==> src/include/dma_xif_consts.svh <==
// DMA instruction decoder constants.
// Data and address widths, instruction field offsets,
// opcodes, SET func3 codes and front-end register offsets.

`ifndef DMA_XIF_CONSTS_SVH
`define DMA_XIF_CONSTS_SVH

// ~~~~~~~~~~~~~~~~~~~~~~~~~~~~~~~~~~~~~~~~~~~~~~~~~~~~~~~~~~~~~~~~~~~~
// Widths
// ~~~~~~~~~~~~~~~~~~~~~~~~~~~~~~~~~~~~~~~~~~~~~~~~~~~~~~~~~~~~~~~~~~~~
`define DMA_DATA_W          32  // Register and operand width.
`define DMA_ADDR_W          32  // Register bus address.
`define DMA_INSTR_W         32

// ~~~~~~~~~~~~~~~~~~~~~~~~~~~~~~~~~~~~~~~~~~~~~~~~~~~~~~~~~~~~~~~~~~~~
// Instruction fields
// ~~~~~~~~~~~~~~~~~~~~~~~~~~~~~~~~~~~~~~~~~~~~~~~~~~~~~~~~~~~~~~~~~~~~
`define DMA_OPCODE_OFF      0
`define DMA_OPCODE_W        7
`define DMA_FUNC3_OFF       12
`define DMA_FUNC3_W         3

// Single-bit CONF options.
`define DMA_DIRECTION_OFF   25
`define DMA_DEC_RW_OFF      26  // Decouple read and write.
`define DMA_DEC_AW_OFF      27  // Decouple read and AW.

// Custom opcode space.
`define DMA_CONF_OPCODE     7'b101_1011
`define DMA_SET_OPCODE      7'b111_1011

// SET func3 codes.
`define DMA_SET_DA_FUNC3    3'd0  // Destination address.
`define DMA_SET_SA_FUNC3    3'd1  // Source address.
`define DMA_SET_L_FUNC3     3'd2  // Length.
`define DMA_SET_S_FUNC3     3'd3  // Start.

// ~~~~~~~~~~~~~~~~~~~~~~~~~~~~~~~~~~~~~~~~~~~~~~~~~~~~~~~~~~~~~~~~~~~~
// Front-end register map
// ~~~~~~~~~~~~~~~~~~~~~~~~~~~~~~~~~~~~~~~~~~~~~~~~~~~~~~~~~~~~~~~~~~~~
`define DMA_REG_CONF_OFF    32'h0000_0000
`define DMA_REG_DST_OFF     32'h0000_0008
`define DMA_REG_SRC_OFF     32'h0000_0010
`define DMA_REG_LEN_OFF     32'h0000_0018
`define DMA_REG_NEXT_ID_OFF 32'h0000_0020  // Read launches, then polls.

`endif

==> src/rtl/dma_xif_pkg.sv <==
// DMA instruction decoder types.
// Issue channel structs, stored configuration,
// front-end register bus structs and sequencer states.

`include "dma_xif_consts.svh"

package dma_xif_pkg;

  // ~~~~~~~~~~~~~~~~~~~~~~~~~~~~~~~~~~~~~~~~~~~~~~~~~~~~~~~~~~~~~~~~~~
  // Issue channel
  // ~~~~~~~~~~~~~~~~~~~~~~~~~~~~~~~~~~~~~~~~~~~~~~~~~~~~~~~~~~~~~~~~~~
  typedef struct packed {
    logic [`DMA_INSTR_W-1:0] instr;
    logic [`DMA_DATA_W-1:0]  rs0;       // First source operand.
    logic                    rs_valid;
  } xif_issue_req_t;

  typedef struct packed {
    logic accept;
  } xif_issue_rsp_t;

  // ~~~~~~~~~~~~~~~~~~~~~~~~~~~~~~~~~~~~~~~~~~~~~~~~~~~~~~~~~~~~~~~~~~
  // Transfer configuration
  // ~~~~~~~~~~~~~~~~~~~~~~~~~~~~~~~~~~~~~~~~~~~~~~~~~~~~~~~~~~~~~~~~~~
  typedef struct packed {
    logic direction;    // 0: AXI to OBI, 1: OBI to AXI.
    logic decouple_rw;
    logic decouple_aw;
  } dma_conf_t;

  typedef struct packed {
    dma_conf_t              conf;
    logic [`DMA_DATA_W-1:0] dst;
    logic [`DMA_DATA_W-1:0] src;
    logic [`DMA_DATA_W-1:0] len;
  } dma_cfg_t;

  // ~~~~~~~~~~~~~~~~~~~~~~~~~~~~~~~~~~~~~~~~~~~~~~~~~~~~~~~~~~~~~~~~~~
  // Front-end register bus
  // ~~~~~~~~~~~~~~~~~~~~~~~~~~~~~~~~~~~~~~~~~~~~~~~~~~~~~~~~~~~~~~~~~~
  typedef struct packed {
    logic [`DMA_ADDR_W-1:0]   addr;
    logic                     write;
    logic [`DMA_DATA_W-1:0]   wdata;
    logic [`DMA_DATA_W/8-1:0] wstrb;
    logic                     valid;
  } fe_reg_req_t;

  typedef struct packed {
    logic [`DMA_DATA_W-1:0] rdata;
    logic                   error;
    logic                   ready;
  } fe_reg_rsp_t;

  typedef enum logic [3:0] {
    IDLE    = 4'd0,
    WR_CONF = 4'd1,
    WR_DST  = 4'd2,
    WR_SRC  = 4'd3,
    WR_LEN  = 4'd4,
    START   = 4'd5,
    BUSY    = 4'd6,
    DONE    = 4'd7
  } fe_seq_state_e;

endpackage

==> src/rtl/dma_xif_decoder.sv <==
// Issue channel decoder for the DMA coprocessor.
// Accepts CONF and SET instructions, holds the configuration
// registers and flags a SET-start.

`timescale 1ns/10ps

`include "dma_xif_consts.svh"

module dma_xif_decoder (
  input  logic                        clk_cfg_g,
  input  logic                        rst_ni,
  input  logic                        clear_i,
  input  logic                        issue_valid_i,
  input  dma_xif_pkg::xif_issue_req_t issue_req_i,
  output logic                        issue_ready_o,
  output dma_xif_pkg::xif_issue_rsp_t issue_rsp_o,
  output dma_xif_pkg::dma_cfg_t       cfg_o,
  output logic                        start_cfg_o
);

  import dma_xif_pkg::*;

  logic [`DMA_OPCODE_W-1:0] opcode;
  logic [`DMA_FUNC3_W-1:0]  func3;
  dma_conf_t                conf_fields;
  logic                     is_conf;
  logic                     is_set;
  dma_cfg_t                 cfg_d;
  dma_cfg_t                 cfg_q;

  // ~~~~~~~~~~~~~~~~~~~~~~~~~~~~~~~~~~~~~~~~~~~~~~~~~~~~~~~~~~~~~~~~~~
  // Field extraction
  // ~~~~~~~~~~~~~~~~~~~~~~~~~~~~~~~~~~~~~~~~~~~~~~~~~~~~~~~~~~~~~~~~~~
  assign opcode = issue_req_i.instr[`DMA_OPCODE_OFF +: `DMA_OPCODE_W];
  assign func3  = issue_req_i.instr[`DMA_FUNC3_OFF +: `DMA_FUNC3_W];

  assign conf_fields.direction   = issue_req_i.instr[`DMA_DIRECTION_OFF];
  assign conf_fields.decouple_rw = issue_req_i.instr[`DMA_DEC_RW_OFF];
  assign conf_fields.decouple_aw = issue_req_i.instr[`DMA_DEC_AW_OFF];

  assign is_conf = (opcode == `DMA_CONF_OPCODE);
  assign is_set  = (opcode == `DMA_SET_OPCODE);

  // Same-cycle handshake. Unknown opcodes are left hanging.
  assign issue_ready_o      = issue_valid_i & (is_conf | is_set);
  assign issue_rsp_o.accept = issue_ready_o;

  assign start_cfg_o = issue_ready_o & is_set & (func3 == `DMA_SET_S_FUNC3);

  // ~~~~~~~~~~~~~~~~~~~~~~~~~~~~~~~~~~~~~~~~~~~~~~~~~~~~~~~~~~~~~~~~~~
  // Configuration registers
  // ~~~~~~~~~~~~~~~~~~~~~~~~~~~~~~~~~~~~~~~~~~~~~~~~~~~~~~~~~~~~~~~~~~
  always_comb begin : cfg_update
    cfg_d = cfg_q;
    if (issue_ready_o && is_conf) begin
      cfg_d.conf = conf_fields;
    end else if (issue_ready_o && issue_req_i.rs_valid) begin
      // SET without a valid operand keeps the old value.
      case (func3)
        `DMA_SET_DA_FUNC3: cfg_d.dst = issue_req_i.rs0;
        `DMA_SET_SA_FUNC3: cfg_d.src = issue_req_i.rs0;
        `DMA_SET_L_FUNC3:  cfg_d.len = issue_req_i.rs0;
        default:           cfg_d     = cfg_q;  // Start and spare codes.
      endcase
    end
  end

  always_ff @(posedge clk_cfg_g or negedge rst_ni) begin : cfg_reg
    if (!rst_ni) begin
      cfg_q <= '0;
    end else if (clear_i) begin
      cfg_q <= '0;
    end else begin
      cfg_q <= cfg_d;
    end
  end

  assign cfg_o = cfg_q;

  // A CONF that is taken shows up in the stored options next cycle.
  a_conf_capture : assert property (
    @(posedge clk_cfg_g) disable iff (!rst_ni)
    (issue_rsp_o.accept && is_conf && !clear_i) |=> (cfg_o.conf == $past(conf_fields))
  );

endmodule

==> src/rtl/dma_fe_sequencer.sv <==
// DMA front-end sequencer.
// Writes the stored configuration over the register bus,
// launches the transfer through NEXT_ID and polls for completion.

`timescale 1ns/10ps

`include "dma_xif_consts.svh"

module dma_fe_sequencer (
  input  logic                     clk_cfg_g,
  input  logic                     rst_ni,
  input  logic                     clear_i,
  input  dma_xif_pkg::dma_cfg_t    cfg_i,
  input  logic                     start_cfg_i,
  output dma_xif_pkg::fe_reg_req_t fe_req_o,
  input  dma_xif_pkg::fe_reg_rsp_t fe_rsp_i,
  output logic                     direction_o,
  output logic                     start_o,
  output logic                     busy_o,
  output logic                     done_o,
  output logic                     error_o
);

  import dma_xif_pkg::*;

  fe_seq_state_e          state_d;
  fe_seq_state_e          state_q;
  logic [`DMA_DATA_W-1:0] id_d;
  logic [`DMA_DATA_W-1:0] id_q;
  dma_cfg_t               cfg_snap_q;  // Configuration seen at launch.
  logic [`DMA_DATA_W-1:0] conf_word;
  logic                   bus_error;
  logic                   zero_id;

  // ~~~~~~~~~~~~~~~~~~~~~~~~~~~~~~~~~~~~~~~~~~~~~~~~~~~~~~~~~~~~~~~~~~
  // Request builders
  // ~~~~~~~~~~~~~~~~~~~~~~~~~~~~~~~~~~~~~~~~~~~~~~~~~~~~~~~~~~~~~~~~~~
  function automatic fe_reg_req_t wr_req(input logic [`DMA_ADDR_W-1:0] addr,
                                         input logic [`DMA_DATA_W-1:0] data);
    fe_reg_req_t req;
    req.addr  = addr;
    req.write = 1'b1;
    req.wdata = data;
    req.wstrb = '1;
    req.valid = 1'b1;
    return req;
  endfunction

  function automatic fe_reg_req_t rd_req(input logic [`DMA_ADDR_W-1:0] addr);
    fe_reg_req_t req;
    req.addr  = addr;
    req.write = 1'b0;
    req.wdata = '0;
    req.wstrb = '0;
    req.valid = 1'b1;
    return req;
  endfunction

  assign conf_word   = {{(`DMA_DATA_W - $bits(dma_conf_t)){1'b0}}, cfg_snap_q.conf};
  assign direction_o = cfg_i.conf.direction;

  // Snapshot keeps write data steady while SETs keep arriving.
  always_ff @(posedge clk_cfg_g or negedge rst_ni) begin : cfg_snapshot
    if (!rst_ni) begin
      cfg_snap_q <= '0;
    end else if (clear_i) begin
      cfg_snap_q <= '0;
    end else if (state_q == IDLE && start_cfg_i) begin
      cfg_snap_q <= cfg_i;
    end
  end

  // ~~~~~~~~~~~~~~~~~~~~~~~~~~~~~~~~~~~~~~~~~~~~~~~~~~~~~~~~~~~~~~~~~~
  // Sequencer FSM
  // ~~~~~~~~~~~~~~~~~~~~~~~~~~~~~~~~~~~~~~~~~~~~~~~~~~~~~~~~~~~~~~~~~~
  always_comb begin : fsm_next
    state_d   = state_q;
    id_d      = id_q;
    fe_req_o  = '0;
    start_o   = 1'b0;
    busy_o    = 1'b0;
    done_o    = 1'b0;
    bus_error = 1'b0;
    zero_id   = 1'b0;

    case (state_q)
      IDLE: begin
        if (start_cfg_i) begin
          state_d = WR_CONF;
        end
      end
      WR_CONF: begin
        fe_req_o = wr_req(`DMA_REG_CONF_OFF, conf_word);
        if (fe_rsp_i.ready) state_d = WR_DST;
      end
      WR_DST: begin
        fe_req_o = wr_req(`DMA_REG_DST_OFF, cfg_snap_q.dst);
        if (fe_rsp_i.ready) state_d = WR_SRC;
      end
      WR_SRC: begin
        fe_req_o = wr_req(`DMA_REG_SRC_OFF, cfg_snap_q.src);
        if (fe_rsp_i.ready) state_d = WR_LEN;
      end
      WR_LEN: begin
        fe_req_o = wr_req(`DMA_REG_LEN_OFF, cfg_snap_q.len);
        if (fe_rsp_i.ready) state_d = START;
      end
      START: begin
        start_o  = 1'b1;
        fe_req_o = rd_req(`DMA_REG_NEXT_ID_OFF);  // Read launches the job.
        if (fe_rsp_i.ready && fe_rsp_i.rdata == '0) begin
          zero_id = 1'b1;  // Front end refused the transfer.
          state_d = IDLE;
        end else if (fe_rsp_i.ready) begin
          id_d    = fe_rsp_i.rdata;
          state_d = BUSY;
        end
      end
      BUSY: begin
        busy_o   = 1'b1;
        fe_req_o = rd_req(`DMA_REG_NEXT_ID_OFF);
        if (fe_rsp_i.ready && fe_rsp_i.rdata != id_q) begin
          state_d = DONE;
        end
      end
      DONE: begin
        done_o  = 1'b1;
        state_d = IDLE;
      end
      default: state_d = IDLE;
    endcase

    // A bus error aborts from any state with a request out.
    if (fe_req_o.valid && fe_rsp_i.error) begin
      bus_error = 1'b1;
      id_d      = id_q;
      state_d   = IDLE;
    end
  end

  assign error_o = bus_error | zero_id;

  always_ff @(posedge clk_cfg_g or negedge rst_ni) begin : fsm_regs
    if (!rst_ni) begin
      state_q <= IDLE;
      id_q    <= '0;
    end else if (clear_i) begin
      state_q <= IDLE;
      id_q    <= '0;
    end else begin
      state_q <= state_d;
      id_q    <= id_d;
    end
  end

  // ~~~~~~~~~~~~~~~~~~~~~~~~~~~~~~~~~~~~~~~~~~~~~~~~~~~~~~~~~~~~~~~~~~
  // Assertions
  // ~~~~~~~~~~~~~~~~~~~~~~~~~~~~~~~~~~~~~~~~~~~~~~~~~~~~~~~~~~~~~~~~~~
  a_req_stable : assert property (
    @(posedge clk_cfg_g) disable iff (!rst_ni)
    (fe_req_o.valid && !fe_rsp_i.ready && !fe_rsp_i.error && !clear_i)
      |=> (fe_req_o.valid && $stable(fe_req_o.addr) && $stable(fe_req_o.write)
           && $stable(fe_req_o.wdata))
  );

  a_status_onehot : assert property (
    @(posedge clk_cfg_g) disable iff (!rst_ni)
    $onehot0({start_o, busy_o, done_o})
  );

  a_done_pulse : assert property (
    @(posedge clk_cfg_g) disable iff (!rst_ni)
    done_o |=> !done_o
  );

endmodule

==> src/rtl/dma_xif_top.sv <==
// DMA coprocessor instruction decoder top level.
// Connects the issue decoder to the front-end sequencer.

`timescale 1ns/10ps

module dma_xif_top (
  input  logic                        clk_cfg_g,
  input  logic                        rst_ni,
  input  logic                        clear_i,
  input  logic                        issue_valid_i,
  input  dma_xif_pkg::xif_issue_req_t issue_req_i,
  output logic                        issue_ready_o,
  output dma_xif_pkg::xif_issue_rsp_t issue_rsp_o,
  output dma_xif_pkg::fe_reg_req_t    fe_req_o,
  input  dma_xif_pkg::fe_reg_rsp_t    fe_rsp_i,
  output logic                        direction_o,
  output logic                        start_o,
  output logic                        busy_o,
  output logic                        done_o,
  output logic                        error_o
);

  import dma_xif_pkg::*;

  dma_cfg_t cfg;        // Stored configuration.
  logic     start_cfg;  // SET-start accepted.

  dma_xif_decoder u_decoder (
    .clk_cfg_g     (clk_cfg_g),
    .rst_ni        (rst_ni),
    .clear_i       (clear_i),
    .issue_valid_i (issue_valid_i),
    .issue_req_i   (issue_req_i),
    .issue_ready_o (issue_ready_o),
    .issue_rsp_o   (issue_rsp_o),
    .cfg_o         (cfg),
    .start_cfg_o   (start_cfg)
  );

  dma_fe_sequencer u_sequencer (
    .clk_cfg_g   (clk_cfg_g),
    .rst_ni      (rst_ni),
    .clear_i     (clear_i),
    .cfg_i       (cfg),
    .start_cfg_i (start_cfg),
    .fe_req_o    (fe_req_o),
    .fe_rsp_i    (fe_rsp_i),
    .direction_o (direction_o),
    .start_o     (start_o),
    .busy_o      (busy_o),
    .done_o      (done_o),
    .error_o     (error_o)
  );

endmodule

==> config.mk <==
export PLATFORM = sky130hd
export DESIGN_NAME = dma_xif_top
export DESIGN_NICKNAME = d
export VERILOG_FILES = /design/src/rtl/dma_xif_pkg.sv /design/src/rtl/dma_xif_decoder.sv /design/src/rtl/dma_fe_sequencer.sv /design/src/rtl/dma_xif_top.sv
export VERILOG_INCLUDE_DIRS = /design/src /design/src/include
export SDC_FILE = /design/constraint.sdc
export NUM_CORES = 1
export LEC_CHECK = 0
export BUFFER_PORTS_ARGS = -buffer_cell sky130_fd_sc_hd__buf_4
export CAP_MARGIN = 20
export CORE_UTILIZATION = 34
export DETAILED_ROUTE_END_ITERATION = 16
export PLACE_DENSITY = 0.62
export SYNTH_ARGS = -nofsm -noshare
export SYNTH_HDL_FRONTEND = slang
export SYNTH_HIERARCHICAL = 1
export SYNTH_SLANG_ARGS = --single-unit
==> constraint.sdc <==
create_clock -name clk_cfg_g -period 3.5 [get_ports clk_cfg_g]
set_input_delay 0.175 -clock clk_cfg_g [delete_from_list [all_inputs] [get_ports clk_cfg_g]]
set_output_delay 0.175 -clock clk_cfg_g [all_outputs]
set_load 0.02 [all_outputs]
==> summary.txt, run 1 <==
Synth
  – Synth top area cells: dfrtp_1, mux2i_1, nand2_1
  – Post-Syn Area: 0.0114 mm2
  – Avg Cell Area, Syn: ~10 um2
  – Synth top area share: 0.511
  – YS warnings: 6
  – Post-synthesis cell type count: 56
  – Cell taking the most area after synthesis: dfrtp_1
  – Yosys reg bits: between 200 and 250
  – Top FF cell, synth: dfrtp_1
  – Seq/Total Area, Yosys: 0.511
  – Post-synth EDFFs: 0
  – Async set-or-reset flop fraction in the synthesized netlist: 1.00
  – Cells after synthesis: 1,124

Finish
  – Reg area: between 0.005 and 0.006 mm2
  – Most frequent cells in the layout: nand2_1, dfrtp_1, buf_4
  – Nets: 1,389
  – Share of layout cells above drive strength 1: 0.162
  – Finished Cell Area: 0.0141 mm2
  – Final core occ: 0.430
  – Area Growth Syn to Fin: 23.4%
  – Area occupied by multi-input gates: 0.00498 mm2
  – Antenna cells: 0
  – Most common cell after layout, fill and taps aside: nand2_1
  – Layout fillers: 3,157

Route
  – Via count: between 8,000 and 9,000
  – Routed WL: between 20,000 and 30,000 um
  – Starting DRT DRC Count: between 400 and 500
  – Antenna Nets Post-Route: 0
  – Routed len/inst: approximately 16 um
  – Post-route DRC: 0
  – Drt first pass iters: 4
  – DR vias/cell: ~4.8

Clocking
  – Num CTS Buffers: 25
  – Clk pin slew, worst setup/hold paths: 0.06 ns
  – Clock Tree Root: clkbuf_16
  – Latest clock arrival within the worst-skew pair: around 0.54 ns
  – CTS tree: built
  – Maximum level of the CTS H-tree: 1
  – Clock Tree Buf Depth: 3
  – TritonCTS Sinks: roughly 230

Floorplan
  – Row count: 66
  – Die W: around 190 um
  – Initial core utilization: 0.348
  – Die Area: approximately 0.034 mm2
  – CORE AREA: 0.0328 mm2
  – Ports: 180
  – Die Span Y: between 150 and 200 um

Global route
  – First-pass GRT wire length: between 40,000 and 50,000 um
  – Global Route Usage Sum: 0.162
  – Number of global-route vias before repair: 8,302
  – GR Overflow Total: 0
  – Largest net degree at the start of global routing: 104
  – Initial antenna violation count: 0

Setup path
  – CP Capture Type: output port
  – Crit path DAT: 2.76 ns
  – Crit Path Max Fanout: 27
  – Worst reg2reg path startpoint: u_sequencer/state_q[2]$_DFFE_PN0P_
  – Crit Path Class: flop to output port
  – Worst path required time: approximately 3.3 ns
  – Crit path launch: u_sequencer/state_q[0]$_DFFE_PN0P_
  – Startpoint types: flop

STA
  – Worst Tran Pin Value: ~0.83 ns
  – Max Clk Rate: 341 MHz
  – Clock period minus worst slack: around 2.9 ns
  – Finish-stage setup viols: 0
  – Fin crit share: 0.838
  – Sum of negative setup slack: 0 ns
  – Unrepaired setup endpoints after global routing: no
  – Clock Skew: roughly 0.016 ns
  – Max-slew headroom: 0.445
  – Final Hold Vio Count: 0
  – Slew Viols, Final: 0

Place
  – Post-detail-place hpwl: 16,500 um
  – Dpl cell area: 0.0126 mm2
  – Routability congestion estimate from global placement: between 0.7 and 0.8
  – I/O Buffers: 131

Pwr
  – Leakage: 0.00648 uW
  – Cell Pwr Density: approximately 400 mW/mm2
  – Peak VDD IR: ~0.00034 V

Min path
  – Hold_sp: issue_req_i[12]
  – Hold Path Class: input pin to flop

Flow run
  – Maxcap violations: 0

Outcome
  – Outcome: completed
## registers in the layout (all words and copies together) (netlist names)
name                    flops
u_sequencer/cfg_snap_q     99
u_sequencer/state_q         3
u_sequencer/id_q           32
u_decoder/cfg_o            99
## worst max-delay path: stages, from the launching register on
cell     delay (ns)
dfrtp_2        0.68
buf_4          0.58
nor2b_1        0.21
and2_1         0.26
or2_2          0.31
buf_4          0.16
## kinds of logic (layout without fill, tap and decap cells)
kind of cell | count (synthesis) | count (layout) | synth area share
AND/OR/NAND/NOR | 427 | 427 | 0.191
flip-flops | 233 | 233 | 0.511
AO/OA/AOI/OAI | 185 | 185 | 0.0955
multiplexers | 128 | 128 | 0.113
buffers and inverters | 117 | 268 | 0.0640
XOR/XNOR | 33 | 33 | 0.0253
other | 1 | 29 | 0.000329
## cell usage after synthesis, drive strengths merged (4+ instances only)
| cell | count |
|---|---|
| nand2b | 129 |
| dfrtp | 233 |
| inv | 4 |
| a21oi | 105 |
| o21ai | 36 |
| nand4 | 8 |
| a22o | 32 |
| buf | 74 |
| nor2 | 9 |
| nand2 | 237 |
| clkbuf | 39 |
| xor2 | 32 |
| nand4b | 4 |
| nor4 | 17 |
| mux2i | 125 |
## timing repair
item | in CTS | in global routing
endpoints found under the hold margin | 223 | 0
hold buffers | 70 | 0
gates resized for setup | 0 | 0
buffers inserted | 0 | 0
## per-layer routing
layer / vias to the layer above / share of wire / GRT usage
li1: 4061 / - / -
met3: 30 / 0.049 / 0.0267
met4: 0 / 0.015 / 0.0307
met1: 4028 / 0.46 / 0.219
met5: - / 0 / 0
met2: 200 / 0.48 / 0.274
## final timing paths
kind                                                                to  slack (ns)  cells past startpoint
worst max-delay path                                      fe_req_o[43]        0.57                      5
worst min register to register  u_sequencer/cfg_snap_q[60]$_DFFE_PN0P_        0.51                      2
worst min-delay path                   u_decoder/cfg_o[75]$_DFFE_PN0P_       0.003                      3
worst max register to register  u_sequencer/cfg_snap_q[90]$_DFFE_PN0P_        1.16                      5
max in group asynchronous       u_sequencer/cfg_snap_q[24]$_DFFE_PN0P_        2.32                      3
min in group asynchronous             u_sequencer/id_q[25]$_DFFE_PN0P_        0.29                      2
## stage by stage
stage | worst slack (ns) | instances | hold slack (ns) | power [uW]
after floorplan | 1.77 | 1152 | -0.121 | 2900
after global placement | 1.09 | 1631 | 0.287 | 3050
after detailed placement | 1.09 | 1631 | 0.295 | 3050
after CTS | 0.512 | 1745 | 0.000795 | 5770
after global routing | 0.460 | 1745 | 0.0107 | 5900
final | 0.568 | 1745 | 0.00316 | 5690
## power breakdown
| part | internal, uW | leakage, uW | switching, uW |
|---|---|---|---|
| combinational | 162 | 0.00281 | 207 |
| sequential | 2690 | 0.00326 | 0.386 |
| clock | 1550 | 0.000411 | 1070 |
## final cells by class
cell class,instances,area share
clock buffers,41,0.0565
clock inverters,3,0.00240
inverters,4,0.00107
well taps,442,0.0393
flip-flops and latches,233,0.414
repair buffers,220,0.133
multi-input cells,802,0.354
Power figures use the tool's default switching activity.
==> run 2: changes to the inputs <==
==> constraint.sdc (replaced) <==
create_clock -name clk_cfg_g -period 2.8 [get_ports clk_cfg_g]
set_input_delay 0.14 -clock clk_cfg_g [delete_from_list [all_inputs] [get_ports clk_cfg_g]]
set_output_delay 0.14 -clock clk_cfg_g [all_outputs]
set_load 0.02 [all_outputs]
==> run 2 against run 1 <==
Utilization increased by 0.34 points. Non-clock buffer count increased by 1. Critical path depth increased by 1. Clock power increased by 32%. Combinational power increased by 26%. Register-to-register slack got worse by 0.52 ns. Sequential cell count unchanged. Clock skew increased by 0.0048 ns. Wire length increased by 0.14%. Total power increased by 28%. Setup slack got worse by 0.41 ns.
==> summary.txt, run 2 (synthesis results as in run 1) <==
Pwr
  – Cell Pwr Density: 513 mW/mm2 (+27%)
  – Peak VDD IR: 0.000476 V (+39%)
  – Leakage: 0.00652 uW (+0.61%)

Setup path
  – Crit Path Class: flop to output port
  – Worst path required time: 2.66 ns (-0.66 ns)
  – Startpoint types: flop
  – Reg2reg setup slack: 0.64 ns (-0.52 ns)
  – R2R Path End: u_sequencer/id_q[17]$_DFFE_PN0P_
  – Worst reg2reg path startpoint: u_sequencer/state_q[0]$_DFFE_PN0P_
  – CP Capture Type: output port
  – Crit Path Max Fanout: 31 (+15%)
  – Crit path DAT: 2.51 ns (-0.25 ns)
  – Register-to-Register Path Depth: 5 (unchanged)

Global route
  – Number of global-route vias before repair: 8,264 (-0.46%)
  – First-pass GRT wire length: 44,000 um (about the same)
  – Initial antenna violation count: 0 (unchanged)
  – Global Route Usage Sum: 0.162 (about the same)
  – GR Overflow Total: 0 (unchanged)
  – Largest net degree at the start of global routing: 102 (-1.9%)

STA
  – Slew Viols, Final: 0 (unchanged)
  – Max Clk Rate: 378 MHz
  – Clock Skew: 0.0206 ns (+0.00477 ns)
  – Clock period minus worst slack: 2.65 ns
  – Final Hold Vio Count: 0 (unchanged)
  – Post-route setup slack: 0.155 ns (-0.413 ns)
  – Finish-stage setup viols: 0 (unchanged)
  – Worst Tran Pin Value: 1.05 ns (+0.222 ns)
  – Fin crit share: 0.945
  – Max-slew headroom: 0.296 (-0.150)
  – Sum of negative setup slack: 0 ns (unchanged)
  – Unrepaired setup endpoints after global routing: no

Clocking
  – TritonCTS Sinks: 233 (unchanged)
  – Num CTS Buffers: 27 (+8.0%)
  – Clock Tree Buf Depth: 3 (unchanged)
  – Post CTS Setup Buffer Count: 0 (unchanged)
  – Clk pin slew, worst setup/hold paths: 0.06 ns (about the same)
  – Maximum level of the CTS H-tree: 1 (unchanged)
  – Clock Tree Root: clkbuf_16
  – CTS tree: built
  – Latest clock arrival within the worst-skew pair: 0.55 ns (about the same)

Floorplan
  – CORE AREA: 0.0328 mm2 (unchanged)
  – Initial core utilization: 0.348 (unchanged)
  – Row count: 66 (unchanged)
  – Die Area: 0.0343 mm2 (unchanged)
  – Die W: 185 um (unchanged)
  – Ports: 180 (unchanged)
  – Die Span Y: 185 um (unchanged)

Finish
  – Share of layout cells above drive strength 1: 0.159 (-0.00279)
  – Antenna cells: 0 (unchanged)
  – Final cell count without fillers: 1,749 (+0.23%)
  – Area Growth Syn to Fin: 24.4%
  – Most frequent cells in the layout: nand2_1, dfrtp_1, buf_4
  – Most common cell after layout, fill and taps aside: nand2_1
  – Layout fillers: 3,131 (-0.82%)
  – Nets: 1,392 (+0.22%)

Route
  – Via count: 8,365 (+0.55%)
  – Post-route DRC: 0 (unchanged)
  – Routed len/inst: 15.9 um (about the same)
  – Routed WL: 27,800 um (+0.14%)
  – DR vias/cell: 4.78 (+0.32%)
  – Starting DRT DRC Count: 410 (-10%)
  – Drt first pass iters: 5 (+1)
  – Antenna Nets Post-Route: 0 (unchanged)

Place
  – Worst slack, placed: 0.656 ns (-0.438 ns)
  – Routability congestion estimate from global placement: 0.754 (+2.5%)
  – Cells after DPL: 1,628 (-0.18%)
  – I/O Buffers: 131 (unchanged)
  – Post-detail-place hpwl: 16,300 um (-0.96%)

Min path
  – Hold Path Class: input pin to flop
  – Worst Hold Depth: 4 (+1)
  – Hold_sp: fe_rsp_i[0]
  – Hold Path Sink: u_sequencer/state_q[1]$_DFFE_PN0P_

Outcome
  – Outcome: completed

Flow run
  – Maxcap violations: 0 (unchanged)
run 2: cell count changes in the layout (fill, tap and decap cells not counted):
cell / previous run / this run
nand2_1: 235 / 234
clkbuf_16: 25 / 27
clkinv_4: 1 / 0
clkbuf_1: 5 / 9
clkbuf_8: 11 / 4
nand2_2: 0 / 1
dlygate4sd3_1: 70 / 74
clkinvlp_4: 0 / 2
buf_4: 145 / 138
buf_12: 3 / 7
clkinv_2: 1 / 2
bufinv_16: 0 / 2
run 2: timing repair:
action | 4_1_cts | 5_1_grt
hold buffers | 74 | 0
hold endpoints to repair | 212 | 0
resized for setup | 0 | 1
setup endpoints to repair | 0 | 3
run 2: worst max path at each step:
stage / from / endpoint / slack [ns] / cells past startpoint
6_report: u_sequencer/state_q[1]$_DFFE_PN0P_ / fe_req_o[6] / 0.15 / 6
5_1_grt: u_sequencer/state_q[0]$_DFFE_PN0P_ / fe_req_o[20] / 0.05 / 5
4_1_cts: u_sequencer/state_q[1]$_DFFE_PN0P_ / fe_req_o[15] / 0.07 / 4
3_5_place_dp: u_sequencer/state_q[0]$_DFFE_PN0P_ / fe_req_o[23] / 0.66 / 5
3_3_place_gp: u_sequencer/state_q[0]$_DFFE_PN0P_ / fe_req_o[23] / 0.64 / 5
2_1_floorplan: u_sequencer/state_q[0]$_DFFE_PN0P_ / fe_req_o[11] / 1.10 / 5
run 2: report_power, final:
| part | switching, uW | leakage [uW] | internal [uW] |
|---|---|---|---|
| logic | 261 | 0.00284 | 204 |
| clock network | 1380 | 0.000418 | 2070 |
| registers | 0.529 | 0.00326 | 3370 |
run 2: layer usage:
metal  track usage  part of all wire  vias to the layer above
li1              -                 -                     4070
met3        0.0218             0.045                       42
met1         0.216              0.46                     4027
met4        0.0354             0.021                        0
met2         0.280              0.48                      226
met5             0                 0                        -
run 2: final cells by class:
cell class	instances	area (um2)	area share
well taps	442	553	0.0390
multi-input cells	802	4980	0.351
inverters	4	15.0	0.00106
repair buffers	221	1940	0.137
flip-flops and latches	233	5830	0.411
clock inverters	7	105	0.00740
clock buffers	40	764	0.0539
run 2: per-stage QoR:
| stage | util | power [uW] | hold slack, ns | instance area, um2 |
|---|---|---|---|---|
| 2_1_floorplan | - | 3620 | -0.156 | 11500 |
| 3_3_place_gp | 0.384 | 3820 | 0.192 | 12600 |
| 3_5_place_dp | 0.384 | 3820 | 0.199 | 12600 |
| 4_1_cts | 0.433 | 7380 | 0.00684 | 14200 |
| 5_1_grt | 0.433 | 7540 | 0.0847 | 14200 |
| 6_report | 0.433 | 7280 | 0.0250 | 14200 |
run 2: critical path: stages (launching register included):
cell and delay [ns]:
dfrtp_1 0.59, nand2b_4 0.29, nor2_4 0.10, buf_4 0.44
nand2_1 0.11, o21ai_0 0.20, buf_4 0.23
==> run 3: changes to the inputs <==
--- a/config.mk
+++ b/config.mk
@@ -7,7 +7,8 @@
 export NUM_CORES = 1
 export LEC_CHECK = 0
 export BUFFER_PORTS_ARGS = -buffer_cell sky130_fd_sc_hd__buf_4
-export CAP_MARGIN = 20
+export CAP_MARGIN = 30
+export CORE_ASPECT_RATIO = 0.9
 export CORE_UTILIZATION = 34
 export DETAILED_ROUTE_END_ITERATION = 16
 export PLACE_DENSITY = 0.62
==> run 3 against run 2 <==
Register-to-register slack improved by 0.02 ns. Clock-buffer cell count grew 2. Final cell count fell by 0.86%. Sequential power hardly changed. Clock skew decreased by 0.0061 ns. Combinational power is essentially flat. Non-clock buffer count rose by 7. Sequential share of layout area hardly changed. Fmax up 1.6%. Global-route usage up 0.19 points.
==> summary.txt, run 3 (synthesis results as in run 1) <==
Setup path
  – Crit path DAT: 2.46 ns (-0.05 ns)
  – Reg2reg setup slack: 0.66 ns (+0.02 ns)
  – R2R Path End: u_sequencer/cfg_snap_q[69]$_DFFE_PN0P_
  – Crit Path Class: flop to output port
  – Worst path required time: 2.66 ns (about the same)
  – Crit Path Max Fanout: 15 (-52%)
  – Register-to-Register Path Depth: 5 (unchanged)
  – Startpoint types: flop
  – CP Capture Type: output port
  – Worst reg2reg path startpoint: u_sequencer/state_q[2]$_DFFE_PN0P_

Route
  – Drt first pass iters: 4 (-1)
  – DR vias/cell: 4.81 (+0.67%)
  – Via count: 8,349 (-0.19%)
  – Routed len/inst: 16.1 um (+1.4%)
  – Starting DRT DRC Count: 415 (+1.2%)
  – Post-route DRC: 0 (unchanged)
  – Antenna Nets Post-Route: 0 (unchanged)
  – Routed WL: 27,900 um (+0.48%)

Clocking
  – Num CTS Buffers: 28 (+3.7%)
  – Post CTS Setup Buffer Count: 0 (unchanged)
  – Maximum level of the CTS H-tree: 1 (unchanged)
  – TritonCTS Sinks: 233 (unchanged)
  – # resized after CTS: 0 (unchanged)
  – Clock Tree Root: clkbuf_16
  – CTS tree: built
  – Clk pin slew, worst setup/hold paths: 0.06 ns (about the same)
  – Clock Tree Buf Depth: 3 (unchanged)
  – Latest clock arrival within the worst-skew pair: 0.54 ns (about the same)

STA
  – Sum of negative setup slack: 0 ns (unchanged)
  – Finish-stage setup viols: 0 (unchanged)
  – Slew Viols, Final: 0 (unchanged)
  – Clock Skew: 0.0145 ns (-0.00615 ns)
  – Fin crit share: 0.930 (-0.0152)
  – Final Hold Vio Count: 0 (unchanged)
  – Worst Tran Pin Value: 0.806 ns (-0.249 ns)
  – Clock period minus worst slack: 2.60 ns (-0.0424 ns)
  – Unrepaired setup endpoints after global routing: no
  – Max-slew headroom: 0.463 (+0.167)
  – Max Clk Rate: 384 MHz (+1.6%)

Floorplan
  – Die Area: 0.0343 mm2 (about the same)
  – Die Span Y: 176 um (-5.1%)
  – Ports: 180 (unchanged)
  – Initial core utilization: 0.346 (-0.00174)
  – Die W: 195 um (+5.3%)
  – CORE AREA: 0.0329 mm2 (+0.50%)
  – Row count: 63 (-4.5%)

Finish
  – Antenna cells: 0 (unchanged)
  – Final cell count without fillers: 1,734 (-0.86%)
  – Area Growth Syn to Fin: 24.5% (about the same)
  – Nets: 1,400 (+0.57%)
  – Layout fillers: 3,200 (+2.2%)
  – Reg area: 0.00583 mm2 (unchanged)
  – Share of layout cells above drive strength 1: 0.163 (+0.00397)
  – Area occupied by multi-input gates: 0.00498 mm2 (about the same)
  – Most frequent cells in the layout: nand2_1, dfrtp_1, buf_4
  – Most common cell after layout, fill and taps aside: nand2_1

Global route
  – First-pass GRT wire length: 45,300 um (+3.0%)
  – Initial antenna violation count: 0 (unchanged)
  – GR Overflow Total: 0 (unchanged)
  – Global Route Usage Sum: 0.164 (+0.00194)
  – Largest net degree at the start of global routing: 100 (-2.0%)
  – Number of global-route vias before repair: 8,429 (+2.0%)

Outcome
  – Outcome: completed

Flow run
  – Maxcap violations: 0 (unchanged)

Place
  – Cells after DPL: 1,615 (-0.80%)
  – Routability congestion estimate from global placement: 0.796 (+5.5%)
  – I/O Buffers: 131 (unchanged)
  – Post-detail-place hpwl: 17,000 um (+3.9%)

Min path
  – Hold Path Class: input pin to flop
  – Worst Hold Depth: 4 (unchanged)
  – Hold_sp: fe_rsp_i[0]
  – Hold Path Sink: u_sequencer/state_q[1]$_DFFE_PN0P_

Pwr
  – Peak VDD IR: 0.000380 V (-20%)
  – Cell Pwr Density: 507 mW/mm2 (-1.2%)
  – Leakage: 0.00654 uW (+0.44%)
-- run 3: through the flow --
| stage | utilization | instance area [um2] | hold WS, ns | worst slack (ns) | total power [uW] |
|---|---|---|---|---|---|
| finish | 0.431 | 14200 | 0.0384 | 0.197 | 7200 |
| global route | 0.431 | 14200 | 0.0601 | 0.0765 | 7480 |
| CTS | 0.431 | 14200 | 0.0124 | 0.156 | 7290 |
| detailed placement | 0.383 | 12600 | 0.236 | 0.711 | 3820 |
| global placement | 0.382 | 12600 | 0.227 | 0.715 | 3820 |
| floorplan | - | 11500 | -0.156 | 1.10 | 3620 |
-- run 3: area by class of cell --
type / instances / share of cell area
multi-input cells: 802 / 0.351
clock inverters: 3 / 0.00211
clock buffers: 42 / 0.0580
well taps: 422 / 0.0372
inverters: 4 / 0.00106
flip-flops and latches: 233 / 0.411
repair buffers: 228 / 0.141
-- run 3: worst max-delay path, cell delays in order, from the launching register on --
cell     delay (ns)
dfrtp_1        0.68
nor2b_1        0.43
a22oi_1        0.15
o21ai_0        0.43
buf_4          0.24
-- run 3: worst max path at each step --
stage	start	endpoint	slack (ns)
3_5_place_dp	u_sequencer/state_q[2]$_DFFE_PN0P_	u_sequencer/cfg_snap_q[69]$_DFFE_PN0P_	0.71
2_1_floorplan	u_sequencer/state_q[0]$_DFFE_PN0P_	fe_req_o[11]	1.10
3_3_place_gp	u_sequencer/state_q[0]$_DFFE_PN0P_	fe_req_o[5]	0.71
4_1_cts	u_sequencer/state_q[0]$_DFFE_PN0P_	fe_req_o[5]	0.16
6_report	u_sequencer/state_q[1]$_DFFE_PN0P_	fe_req_o[5]	0.20
5_1_grt	u_sequencer/state_q[0]$_DFFE_PN0P_	fe_req_o[5]	0.08
-- run 3: routing by layer --
layer | GRT usage | share of wire
met5 | 0 | 0
met4 | 0.0289 | 0.013
met3 | 0.0223 | 0.044
met2 | 0.265 | 0.46
met1 | 0.237 | 0.48
-- run 3: report_power, final --
| part | switching, uW | internal, uW |
|---|---|---|
| sequential | 0.492 | 3370 |
| combinational | 258 | 206 |
| clock | 1360 | 2000 |
| total | 1620 | 5580 |
-- run 3: timing repair --
item | 4_1_cts | 5_1_grt
setup endpoints to repair | 0 | 0
endpoints found under the hold margin | 225 | 0
hold buffers | 74 | 0
